===== src/source/octree_pkg.sv =====
package octree_pkg;

  //////////////////////////////
  // tree geometry and hashing
  //////////////////////////////

  localparam int TREE_LEVEL = 4;
  localparam int LEVEL_W    = $clog2(TREE_LEVEL);
  localparam int POS_WIDTH  = LEVEL_W + 3 * TREE_LEVEL;
  localparam int HASH_WIDTH = 11;
  localparam int HASH_BIAS  = 72;

  // first node index of each level
  localparam logic [9:0] LEVEL_BASE [TREE_LEVEL] = '{10'd0, 10'd1, 10'd9, 10'd73};

  localparam logic [31:0] PRIMES [TREE_LEVEL] = '{
    32'd2099719, 32'd3867465, 32'd807545, 32'd2654435
  };

  // offset 0 is nearest the root
  typedef struct packed {
    logic [LEVEL_W-1:0]             level;
    logic [TREE_LEVEL-1:0][2:0]     offsets;
  } pos_t;

  // slot 0 sits in the low bits
  typedef struct packed {
    pos_t            pos;
    logic [7:0][2:0] slots;
    logic [3:0]      count;
  } pos_list_t;

  // bit 2k is the child flag, bit 2k+1 the anchor flag of child k
  typedef struct packed {
    logic anchor;
    logic child;
  } rec_pair_t;

  typedef struct packed {
    rec_pair_t [7:0] pair;
  } node_rec_t;

  // tree words and feature words share the memory
  typedef union packed {
    node_rec_t [3:0] nodes;
    logic [63:0]     feature;
  } mem_word_u;

  typedef struct packed {
    logic        cen;
    logic [31:0] addr;
  } mem_req_t;

  // level field holds the parent level, anchor depth is level + 1
  function automatic logic [HASH_WIDTH-1:0] anchor_hash(pos_t p);
    logic [31:0] acc;
    acc = '0;
    case (p.level)
      2'd0: acc = 32'(p.offsets[0]) + 32'd1;
      2'd1: acc = (32'(p.offsets[0]) + 32'd1) + 32'd8 * (32'(p.offsets[1]) + 32'd1);
      default: begin
        for (int i = 0; i < TREE_LEVEL; i++) begin
          if (i <= int'(p.level)) begin
            acc = acc ^ ((32'(p.offsets[i]) + 32'd1) * PRIMES[i]);
          end
        end
        acc = acc + 32'(HASH_BIAS);
      end
    endcase
    return acc[HASH_WIDTH-1:0];
  endfunction

endpackage


===== src/source/anchor_fifo.sv =====
`timescale 1ns/1ps

module anchor_fifo #(
  parameter int DEPTH = 32
) (
  input  logic                  clk,
  input  logic                  rst_n,
  input  logic                  push,
  input  octree_pkg::pos_list_t din,
  input  logic                  pop,
  output octree_pkg::pos_list_t dout,
  output logic                  empty,
  output logic                  full
);

  localparam int AW = (DEPTH > 1) ? $clog2(DEPTH) : 1;
  localparam int CW = $clog2(DEPTH + 1);

  octree_pkg::pos_list_t mem [DEPTH];
  logic [AW-1:0]         wr_ptr;
  logic [AW-1:0]         rd_ptr;
  logic [CW-1:0]         count;
  logic                  do_push;
  logic                  do_pop;

  assign empty   = (count == '0);
  assign full    = (count == CW'(DEPTH));
  assign do_push = push && !full;
  assign do_pop  = pop && !empty;

  always_ff @(posedge clk or negedge rst_n) begin
    if (!rst_n) begin
      wr_ptr <= '0;
      rd_ptr <= '0;
      count  <= '0;
    end else begin
      if (do_push) begin
        wr_ptr <= (wr_ptr == AW'(DEPTH - 1)) ? '0 : wr_ptr + AW'(1);
      end
      if (do_pop) begin
        rd_ptr <= (rd_ptr == AW'(DEPTH - 1)) ? '0 : rd_ptr + AW'(1);
      end
      count <= count + CW'(do_push) - CW'(do_pop);
    end
  end

  // read data lands one cycle after pop
  always_ff @(posedge clk) begin
    if (do_push) begin
      mem[wr_ptr] <= din;
    end
    if (do_pop) begin
      dout <= mem[rd_ptr];
    end
  end

endmodule


===== src/source/node_fetch.sv =====
`timescale 1ns/1ps

module node_fetch #(
  parameter int TREE_BASE = 0
) (
  input  logic                  clk,
  input  logic                  rst_n,
  input  logic                  start,
  input  logic                  q_empty,
  output logic                  q_pop,
  input  octree_pkg::pos_list_t q_data,
  output octree_pkg::mem_req_t  mem,
  output octree_pkg::pos_t      tag_pos,
  output logic [1:0]            tag_lane,
  output logic                  tag_valid,
  output logic                  busy
);

  localparam logic [1:0] S_POP   = 2'd0;
  localparam logic [1:0] S_ISSUE = 2'd1;
  localparam logic [1:0] S_GAP   = 2'd2;

  logic [1:0]       state;
  logic [2:0]       slot_idx;
  octree_pkg::pos_t child_pos;
  logic [9:0]       child_index;
  octree_pkg::pos_t iss_pos;
  logic [1:0]       iss_lane;

  // level base plus offsets as a base-8 number
  function automatic logic [9:0] node_index(octree_pkg::pos_t p);
    logic [9:0] idx;
    idx = '0;
    for (int i = 0; i < octree_pkg::TREE_LEVEL; i++) begin
      if (i < int'(p.level)) begin
        idx = {idx[6:0], p.offsets[i]};
      end
    end
    return idx + octree_pkg::LEVEL_BASE[p.level];
  endfunction

  always_comb begin
    child_pos                           = q_data.pos;
    child_pos.level                     = q_data.pos.level + 2'd1;
    child_pos.offsets[q_data.pos.level] = q_data.slots[slot_idx];
    child_index                         = node_index(child_pos);
  end

  assign q_pop = (state == S_POP) && !q_empty;
  assign busy  = (state != S_POP) || !mem.cen;

  // reads go out every other cycle, which leaves mask_decode a spare push slot
  always_ff @(posedge clk or negedge rst_n) begin
    if (!rst_n) begin
      state    <= S_POP;
      slot_idx <= '0;
    end else begin
      case (state)
        S_POP: begin
          slot_idx <= '0;
          if (!q_empty) begin
            state <= S_ISSUE;
          end
        end
        S_ISSUE: begin
          if ({1'b0, slot_idx} == q_data.count - 4'd1) begin
            state <= S_POP;
          end else begin
            state    <= S_GAP;
            slot_idx <= slot_idx + 3'd1;
          end
        end
        S_GAP: state <= S_ISSUE;
        default: state <= S_POP;
      endcase
    end
  end

  always_ff @(posedge clk or negedge rst_n) begin
    if (!rst_n) begin
      mem       <= '{cen: 1'b1, addr: '0};
      tag_valid <= 1'b0;
    end else begin
      tag_valid <= !mem.cen;
      if (start) begin
        mem <= '{cen: 1'b0, addr: 32'(TREE_BASE)};
      end else if (state == S_ISSUE) begin
        mem <= '{cen: 1'b0, addr: 32'(TREE_BASE) + 32'(child_index >> 2)};
      end else begin
        mem.cen <= 1'b1;
      end
    end
  end

  // tag follows the read by one cycle to meet the data
  always_ff @(posedge clk) begin
    if (start) begin
      iss_pos  <= '0;
      iss_lane <= '0;
    end else if (state == S_ISSUE) begin
      iss_pos  <= child_pos;
      iss_lane <= child_index[1:0];
    end
    tag_pos  <= iss_pos;
    tag_lane <= iss_lane;
  end

endmodule


===== src/source/mask_decode.sv =====
`timescale 1ns/1ps

module mask_decode (
  input  logic                                  clk,
  input  logic                                  rst_n,
  input  octree_pkg::pos_t                      tag_pos,
  input  logic [1:0]                            tag_lane,
  input  logic                                  tag_valid,
  input  octree_pkg::mem_word_u                 rdata,
  input  logic [octree_pkg::TREE_LEVEL-1:0]     lod_active,
  output logic                                  child_push,
  output logic                                  anchor_push,
  output octree_pkg::pos_list_t                 entry,
  output logic                                  busy
);

  octree_pkg::node_rec_t rec;
  octree_pkg::pos_t      rec_pos;
  logic                  rec_valid;
  logic [7:0]            child_mask;
  logic [7:0]            anchor_mask;
  octree_pkg::pos_list_t child_list;
  octree_pkg::pos_list_t anchor_list;
  octree_pkg::pos_list_t hold_list;
  logic                  hold_valid;
  logic                  lod_ok;
  logic                  child_go;
  logic                  anchor_go;

  // set bit indices packed from slot 0 upward
  function automatic octree_pkg::pos_list_t compress(octree_pkg::pos_t pos,
                                                     logic [7:0] mask);
    octree_pkg::pos_list_t l;
    l     = '0;
    l.pos = pos;
    for (int k = 0; k < 8; k++) begin
      if (mask[k]) begin
        l.slots[l.count[2:0]] = 3'(k);
        l.count               = l.count + 4'd1;
      end
    end
    return l;
  endfunction

  always_comb begin
    for (int k = 0; k < 8; k++) begin
      child_mask[k]  = rec.pair[k].child;
      anchor_mask[k] = rec.pair[k].anchor;
    end
    child_list  = compress(rec_pos, child_mask);
    anchor_list = compress(rec_pos, anchor_mask);
  end

  // lod gate on the parent level, leaves never queue children
  assign lod_ok    = lod_active[rec_pos.level];
  assign child_go  = rec_valid && lod_ok && child_list.count != '0 &&
                     (int'(rec_pos.level) < octree_pkg::TREE_LEVEL - 1);
  assign anchor_go = rec_valid && lod_ok && anchor_list.count != '0;

  // records come at most every other cycle, so a held anchor list never collides
  assign child_push  = child_go;
  assign anchor_push = hold_valid || (anchor_go && !child_go);
  assign entry       = child_go ? child_list : (hold_valid ? hold_list : anchor_list);
  assign busy        = tag_valid || rec_valid || hold_valid;

  always_ff @(posedge clk) begin
    if (tag_valid) begin
      rec     <= rdata.nodes[tag_lane];
      rec_pos <= tag_pos;
    end
    if (child_go && anchor_go) begin
      hold_list <= anchor_list;
    end
  end

  always_ff @(posedge clk or negedge rst_n) begin
    if (!rst_n) begin
      rec_valid  <= 1'b0;
      hold_valid <= 1'b0;
    end else begin
      rec_valid  <= tag_valid;
      hold_valid <= child_go && anchor_go;
    end
  end

endmodule


===== src/source/feature_fetch.sv =====
`timescale 1ns/1ps

module feature_fetch #(
  parameter int FEATURE_LENGTH = 10,
  parameter int FEATURE_BASE   = 1200
) (
  input  logic                  clk,
  input  logic                  rst_n,
  input  logic                  start,
  input  logic                  q_empty,
  output logic                  q_pop,
  input  octree_pkg::pos_list_t q_data,
  output octree_pkg::mem_req_t  mem,
  input  octree_pkg::mem_word_u rdata,
  output logic [63:0]           feature,
  output logic                  feature_valid,
  output logic                  done
);

  localparam int WORD_W = (FEATURE_LENGTH > 1) ? $clog2(FEATURE_LENGTH) : 1;

  localparam logic [1:0] F_IDLE  = 2'd0;
  localparam logic [1:0] F_POP   = 2'd1;
  localparam logic [1:0] F_HASH  = 2'd2;
  localparam logic [1:0] F_ISSUE = 2'd3;

  logic [1:0]                        state;
  logic [2:0]                        slot_idx;
  logic [WORD_W-1:0]                 word_idx;
  logic [octree_pkg::HASH_WIDTH-1:0] hash_q;
  octree_pkg::pos_t                  anchor_pos;
  logic                              last_word;
  logic                              last_slot;

  always_comb begin
    anchor_pos                           = q_data.pos;
    anchor_pos.offsets[q_data.pos.level] = q_data.slots[slot_idx];
  end

  assign last_word = (word_idx == WORD_W'(FEATURE_LENGTH - 1));
  assign last_slot = ({1'b0, slot_idx} == q_data.count - 4'd1);
  assign q_pop     = (state == F_POP) && !q_empty;
  // last word is on the output when the port goes quiet
  assign done      = (state == F_POP) && q_empty && mem.cen;
  assign feature   = feature_valid ? rdata.feature : '0;

  always_ff @(posedge clk or negedge rst_n) begin
    if (!rst_n) begin
      state    <= F_IDLE;
      slot_idx <= '0;
      word_idx <= '0;
    end else begin
      case (state)
        F_IDLE: begin
          if (start) begin
            state <= F_POP;
          end
        end
        F_POP: begin
          slot_idx <= '0;
          if (!q_empty) begin
            state <= F_HASH;
          end else if (mem.cen) begin
            state <= F_IDLE;
          end
        end
        F_HASH: begin
          word_idx <= '0;
          state    <= F_ISSUE;
        end
        default: begin
          word_idx <= word_idx + WORD_W'(1);
          if (last_word) begin
            if (last_slot) begin
              state <= F_POP;
            end else begin
              slot_idx <= slot_idx + 3'd1;
              state    <= F_HASH;
            end
          end
        end
      endcase
    end
  end

  always_ff @(posedge clk) begin
    if (state == F_HASH) begin
      hash_q <= octree_pkg::anchor_hash(anchor_pos);
    end
  end

  always_ff @(posedge clk or negedge rst_n) begin
    if (!rst_n) begin
      mem           <= '{cen: 1'b1, addr: '0};
      feature_valid <= 1'b0;
    end else begin
      feature_valid <= !mem.cen;
      mem.cen       <= (state != F_ISSUE);
      mem.addr      <= 32'(FEATURE_BASE) + 32'(hash_q) * 32'(FEATURE_LENGTH) +
                       32'(word_idx);
    end
  end

endmodule


===== src/source/octree_searcher.sv =====
`timescale 1ns/1ps

module octree_searcher #(
  parameter int FEATURE_LENGTH = 10,
  parameter int TREE_BASE      = 0,
  parameter int FEATURE_BASE   = 1200,
  parameter int QUEUE_DEPTH    = 32
) (
  input  logic                              clk,
  input  logic                              rst_n,
  input  logic                              search_req,
  output logic                              search_ack,
  input  logic [octree_pkg::TREE_LEVEL-1:0] lod_active,
  output octree_pkg::mem_req_t              mem,
  input  octree_pkg::mem_word_u             mem_rdata,
  output logic [63:0]                       feature,
  output logic                              feature_valid
);

  localparam logic [1:0] PH_IDLE   = 2'd0;
  localparam logic [1:0] PH_SEARCH = 2'd1;
  localparam logic [1:0] PH_OUTPUT = 2'd2;
  localparam logic [1:0] PH_ACK    = 2'd3;

  logic [1:0]                        phase;
  logic                              req_q;
  logic [octree_pkg::TREE_LEVEL-1:0] lod_q;
  logic                              accept;
  logic                              search_end;
  logic                              search_pop;
  logic                              search_empty;
  octree_pkg::pos_list_t             search_dout;
  logic                              anchor_pop;
  logic                              anchor_empty;
  octree_pkg::pos_list_t             anchor_dout;
  octree_pkg::mem_req_t              nf_mem;
  octree_pkg::mem_req_t              ff_mem;
  logic                              nf_busy;
  logic                              md_busy;
  octree_pkg::pos_t                  tag_pos;
  logic [1:0]                        tag_lane;
  logic                              tag_valid;
  logic                              child_push;
  logic                              anchor_push;
  octree_pkg::pos_list_t             md_entry;
  logic                              ff_done;

  //////////////////////////////
  // phase control and req/ack
  //////////////////////////////

  assign accept     = (phase == PH_IDLE) && search_req && !req_q && !search_ack;
  // nothing queued, nothing in flight, nothing waiting to push
  assign search_end = (phase == PH_SEARCH) && search_empty && !nf_busy && !md_busy;

  always_ff @(posedge clk or negedge rst_n) begin
    if (!rst_n) begin
      phase      <= PH_IDLE;
      req_q      <= 1'b0;
      search_ack <= 1'b0;
    end else begin
      req_q <= search_req;
      case (phase)
        PH_IDLE: begin
          if (accept) begin
            phase <= PH_SEARCH;
          end
        end
        PH_SEARCH: begin
          if (search_end) begin
            phase <= PH_OUTPUT;
          end
        end
        PH_OUTPUT: begin
          if (ff_done) begin
            phase      <= PH_ACK;
            search_ack <= 1'b1;
          end
        end
        default: begin
          if (!search_req) begin
            phase      <= PH_IDLE;
            search_ack <= 1'b0;
          end
        end
      endcase
    end
  end

  always_ff @(posedge clk) begin
    if (accept) begin
      lod_q <= lod_active;
    end
  end

  // port owner follows the phase
  always_comb begin
    case (phase)
      PH_SEARCH: mem = nf_mem;
      PH_OUTPUT: mem = ff_mem;
      default:   mem = '{cen: 1'b1, addr: '0};
    endcase
  end

  //////////////////////////////
  // queues and stages
  //////////////////////////////

  anchor_fifo #(
    .DEPTH (QUEUE_DEPTH)
  ) u_search_q (
    .clk   (clk),
    .rst_n (rst_n),
    .push  (child_push),
    .din   (md_entry),
    .pop   (search_pop),
    .dout  (search_dout),
    .empty (search_empty),
    .full  ()
  );

  anchor_fifo #(
    .DEPTH (QUEUE_DEPTH)
  ) u_anchor_q (
    .clk   (clk),
    .rst_n (rst_n),
    .push  (anchor_push),
    .din   (md_entry),
    .pop   (anchor_pop),
    .dout  (anchor_dout),
    .empty (anchor_empty),
    .full  ()
  );

  node_fetch #(
    .TREE_BASE (TREE_BASE)
  ) u_node_fetch (
    .clk       (clk),
    .rst_n     (rst_n),
    .start     (accept),
    .q_empty   (search_empty),
    .q_pop     (search_pop),
    .q_data    (search_dout),
    .mem       (nf_mem),
    .tag_pos   (tag_pos),
    .tag_lane  (tag_lane),
    .tag_valid (tag_valid),
    .busy      (nf_busy)
  );

  mask_decode u_mask_decode (
    .clk         (clk),
    .rst_n       (rst_n),
    .tag_pos     (tag_pos),
    .tag_lane    (tag_lane),
    .tag_valid   (tag_valid),
    .rdata       (mem_rdata),
    .lod_active  (lod_q),
    .child_push  (child_push),
    .anchor_push (anchor_push),
    .entry       (md_entry),
    .busy        (md_busy)
  );

  feature_fetch #(
    .FEATURE_LENGTH (FEATURE_LENGTH),
    .FEATURE_BASE   (FEATURE_BASE)
  ) u_feature_fetch (
    .clk           (clk),
    .rst_n         (rst_n),
    .start         (search_end),
    .q_empty       (anchor_empty),
    .q_pop         (anchor_pop),
    .q_data        (anchor_dout),
    .mem           (ff_mem),
    .rdata         (mem_rdata),
    .feature       (feature),
    .feature_valid (feature_valid),
    .done          (ff_done)
  );

endmodule


===== config.mk =====
export PLATFORM = sky130hd
export DESIGN_NAME = octree_searcher
export DESIGN_NICKNAME = d
export VERILOG_FILES = /design/src/source/octree_pkg.sv /design/src/source/anchor_fifo.sv /design/src/source/node_fetch.sv /design/src/source/mask_decode.sv /design/src/source/feature_fetch.sv /design/src/source/octree_searcher.sv
export SDC_FILE = /design/constraint.sdc
export NUM_CORES = 2
export LEC_CHECK = 0
export BUFFER_PORTS_ARGS = -buffer_cell sky130_fd_sc_hd__buf_2
export CAP_MARGIN = 20
export CORE_MARGIN = 2
export CORE_UTILIZATION = 55
export CTS_CLUSTER_DIAMETER = 30
export CTS_CLUSTER_SIZE = 12
export DETAILED_ROUTE_END_ITERATION = 16
export PLACE_DENSITY = 0.71
export SLEW_MARGIN = 10
export SYNTH_ARGS = -nofsm -noshare
export SYNTH_HDL_FRONTEND = slang
export SYNTH_HIERARCHICAL = 1
export SYNTH_SLANG_ARGS = --single-unit

===== constraint.sdc =====
create_clock -name clk -period 17.78 [get_ports clk]
set_input_delay 2.667 -clock clk [delete_from_list [all_inputs] [get_ports clk]]
set_output_delay 2.667 -clock clk [all_outputs]
set_load 0.005 [all_outputs]

==> results.tsv <==
stage	metric	value	unit
run_status	status	complete, no violations	
global_routing	gr usage total	27.9	%
cts	CTS tree	done	
sta	Final Skew	0.123	ns
cts	CTS Sinks	2972	
sta	post-layout min period	10.00	ns
placed_design	IO buf count	154	
cells_and_area	leading cell type in the layout, fill and taps excluded	edfxtp_1	
drt	vias	66302	
critical_path	data arrival time of the worst path	10.60	ns
sta	final setup fails	0	
worst_hold_path	Hold Crit Class	flop to flop	
sta	setup TNS	0	ns
yosys	top cells by area, synth	edfxtp_1, mux4_2, mux2i_1	
drt	Via density	6.47	
yosys	Top FF cell, synth	edfxtp_1	
sta	Final Max Tran Viols	0	
die	Die Ht	474	um
yosys	syn avg cell area	18.9	um^2
drt	DR iter-0 viols	8637	
sta	fmax	0.100	GHz
global_routing	initial antenna violation count	13	
cells_and_area	area delta synth->final	17.7	%
placed_design	DP Area	126000	um^2
critical_path	Largest delay share family, worst path	simple AND/OR/NAND/NOR gates	
drt	# DRC	0	
placed_design	Routability Congestion	0.881	
sta	crit share post-route	56.3	%
critical_path	CP Capture Type	flop	
yosys	post-synth top area cell	edfxtp_1	
global_routing	largest net degree at the start of global routing	111	
yosys	Synth Warn #	6	
sta	Slew Limit Headroom	16.5	%
cts	clock latency on the worst-skew pair	1.03	ns
placed_design	Post-DP HPWL	172	mm
drt	final wirelength	313	mm
yosys	cells after synthesis	6432	
cts	CTS hold repair buffers	0	
critical_path	crit-path max FO	23	
global_routing	GRT Residual Overflow	0	
cts	worst-case clock buffer depth	4	
cts	CTS resizes	0	
critical_path	Worst setup SP type	flop	
cts	Setup Buffers After CTS	0	
sta	final hold vios	0	
die	die area	225000	um^2
yosys	Synth Register Bits	2972	
critical_path	CP most frequent cell	ha_1	
critical_path	Slowest-stage cell, CP	nor2_4	
die	Rows	172	
cells_and_area	nets	7113	
cells_and_area	Finished Layout Cells	10254	
placed_design	placed instance count	9350	
cts	Root Driver	clkbuf_16	
global_routing	first-pass GRT wire length	456	mm
sta	Slew @ Worst Pin	1.23	ns
cells_and_area	ratio of cells with drive above 1 in the final layout	25.6	%
cts	Reg clk slew, reported paths	0.05	ns
drt	Pre-antenna DRT Iters	8	
sta	RSZ-0062 raised after global routing	false	
yosys	area of the mapped netlist	122000	um^2
critical_path	worst path buffer plus inverter count	5	
yosys	post-synthesis sequential area ratio	72.8	%
cts	CTS buffer count	490	
cells_and_area	Fill cells	14103	
drt	drt wl/cell	30.5	um
die	num ports	170	
critical_path	crit-path max cell delay	0.89	ns
job	max_cap viols	0	
critical_path	worst setup path class	flop to flop	
critical_path	Critical Path RT	18.38	ns
die	Core Box Area	220000	um^2
yosys	Post-synth EDFFs	2859	
die	Die X-Extent	474	um
yosys	post-synth top area share	70.6	%
yosys	Synth cell types	110	
cts	htree depth	5	
cells_and_area	most frequent cells in the layout	edfxtp_1, mux4_2, clkbuf_16, mux2i_1, a22oi_1	
die	Initial Utilization	55.3	%
cells_and_area	Design Area, Final	143000	um^2
drt	Antenna Nets Post-Route	0	
yosys	ys async rst share	2.73	%
global_routing	vias in the first global route	66266	
==> cell families (layout without fill, tap and decap cells) <==
family / after synthesis / count (layout) / synth area share (%)
DFF: 2972 / 2972 / 72.8
buffers and inverters: 529 / 1347 / 2.35
xor gates and xnor gates: 132 / 132 / 1.08
other: 2 / 48 / 0.00618
muxes: 961 / 961 / 13.4
and+or+nand+nor: 703 / 703 / 2.95
AOI/OAI and AO/OA: 977 / 977 / 5.66
adders and majority gates: 156 / 156 / 1.68
==> sequential cells by signal, summed over array words and instances (netlist names), 3 cells and up <==
signal,cells
u_search_q/dout,42
u_mask_decode/anchor_list,14
u_mask_decode/hold_list,42
u_feature_fetch/word_idx,4
u_search_q/mem,1344
u_mask_decode/child_mask,8
u_node_fetch/mem,9
u_node_fetch/tag_pos,14
u_feature_fetch/mem,18
u_search_q/count,6
u_node_fetch/iss_pos,14
u_search_q/wr_ptr,5
u_anchor_q/wr_ptr,5
u_anchor_q/mem,1344
u_node_fetch/slot_idx,3
lod_q,4
u_anchor_q/dout,42
u_mask_decode/anchor_mask,8
u_feature_fetch/slot_idx,3
u_anchor_q/count,6
u_feature_fetch/hash_q,11
u_anchor_q/rd_ptr,5
u_search_q/rd_ptr,5
==> cells in the mapped netlist (all sizes together) (20+ instances only) <==
library cell,count
edfxtp,2859
mux4,531
mux2i,398
a22oi,285
a21oi,243
buf,232
nor2,189
clkbuf,172
o221ai,169
ha,144
nand2,141
inv,122
o21ai,87
and2,81
xnor2,81
dfrtp,79
nor3,57
nand3,53
nor2b,52
xor2,44
dfxtp,32
mux2,32
a211oi,23
nand2b,22
o211ai,22
or3,21
a31oi,20
==> final timing paths <==
path	from	end	slack [ns]	cells past startpoint
max in group asynchronous	rst_n	u_anchor_q/rd_ptr[0]$_DFFE_PN0P_	14.94	2
setup / recovery	u_mask_decode/child_mask[2]$_DFFE_PP_	u_anchor_q/mem[24][24]$_DFFE_PP_	7.78	28
setup reg to reg	u_mask_decode/child_mask[2]$_DFFE_PP_	u_anchor_q/mem[24][24]$_DFFE_PP_	7.78	28
min in group asynchronous	rst_n	u_search_q/count[4]$_DFF_PN0_	1.59	1
hold reg to reg	u_node_fetch/iss_pos[5]$_SDFFE_PP0P_	u_node_fetch/tag_pos[5]$_DFF_P_	0.35	0
hold / removal	u_node_fetch/iss_pos[5]$_SDFFE_PP0P_	u_node_fetch/tag_pos[5]$_DFF_P_	0.35	0
==> metal layers <==
metal,wire length [um],GRT usage (%),vias up
li1,-,-,27325
met1,124000,40.3,34621
met2,147000,42.9,3823
met3,34100,6.50,529
met4,8260,8.24,4
met5,26,0,-
==> final cells by class <==
class | instances | area [um^2] | area share (%)
repair buffers | 325 | 2110 | 1.48
clock buffers | 549 | 12700 | 8.90
inverters | 125 | 469 | 0.328
clock inverters | 348 | 4250 | 2.97
multi-input cells | 2972 | 31200 | 21.8
well taps | 2958 | 3700 | 2.59
diodes | 5 | 12.5 | 0.00875
flip-flops and latches | 2972 | 88500 | 61.9
==> stage by stage <==
step | util (%) | worst slack (ns) | hold WS, ns
4_1_cts | 65.1 | 7.82 | 0.353
3_5_place_dp | 57.4 | 7.80 | 0.342
3_3_place_gp | 57.4 | 8.03 | 0.337
2_1_floorplan | - | 8.15 | 0.326
5_1_grt | 65.1 | 7.19 | 0.357
6_report | 65.1 | 7.78 | 0.352
Power is left out: the tool's default activity adds up to more than one toggle a clock period on the data nets, which glitch-free logic cannot reach.
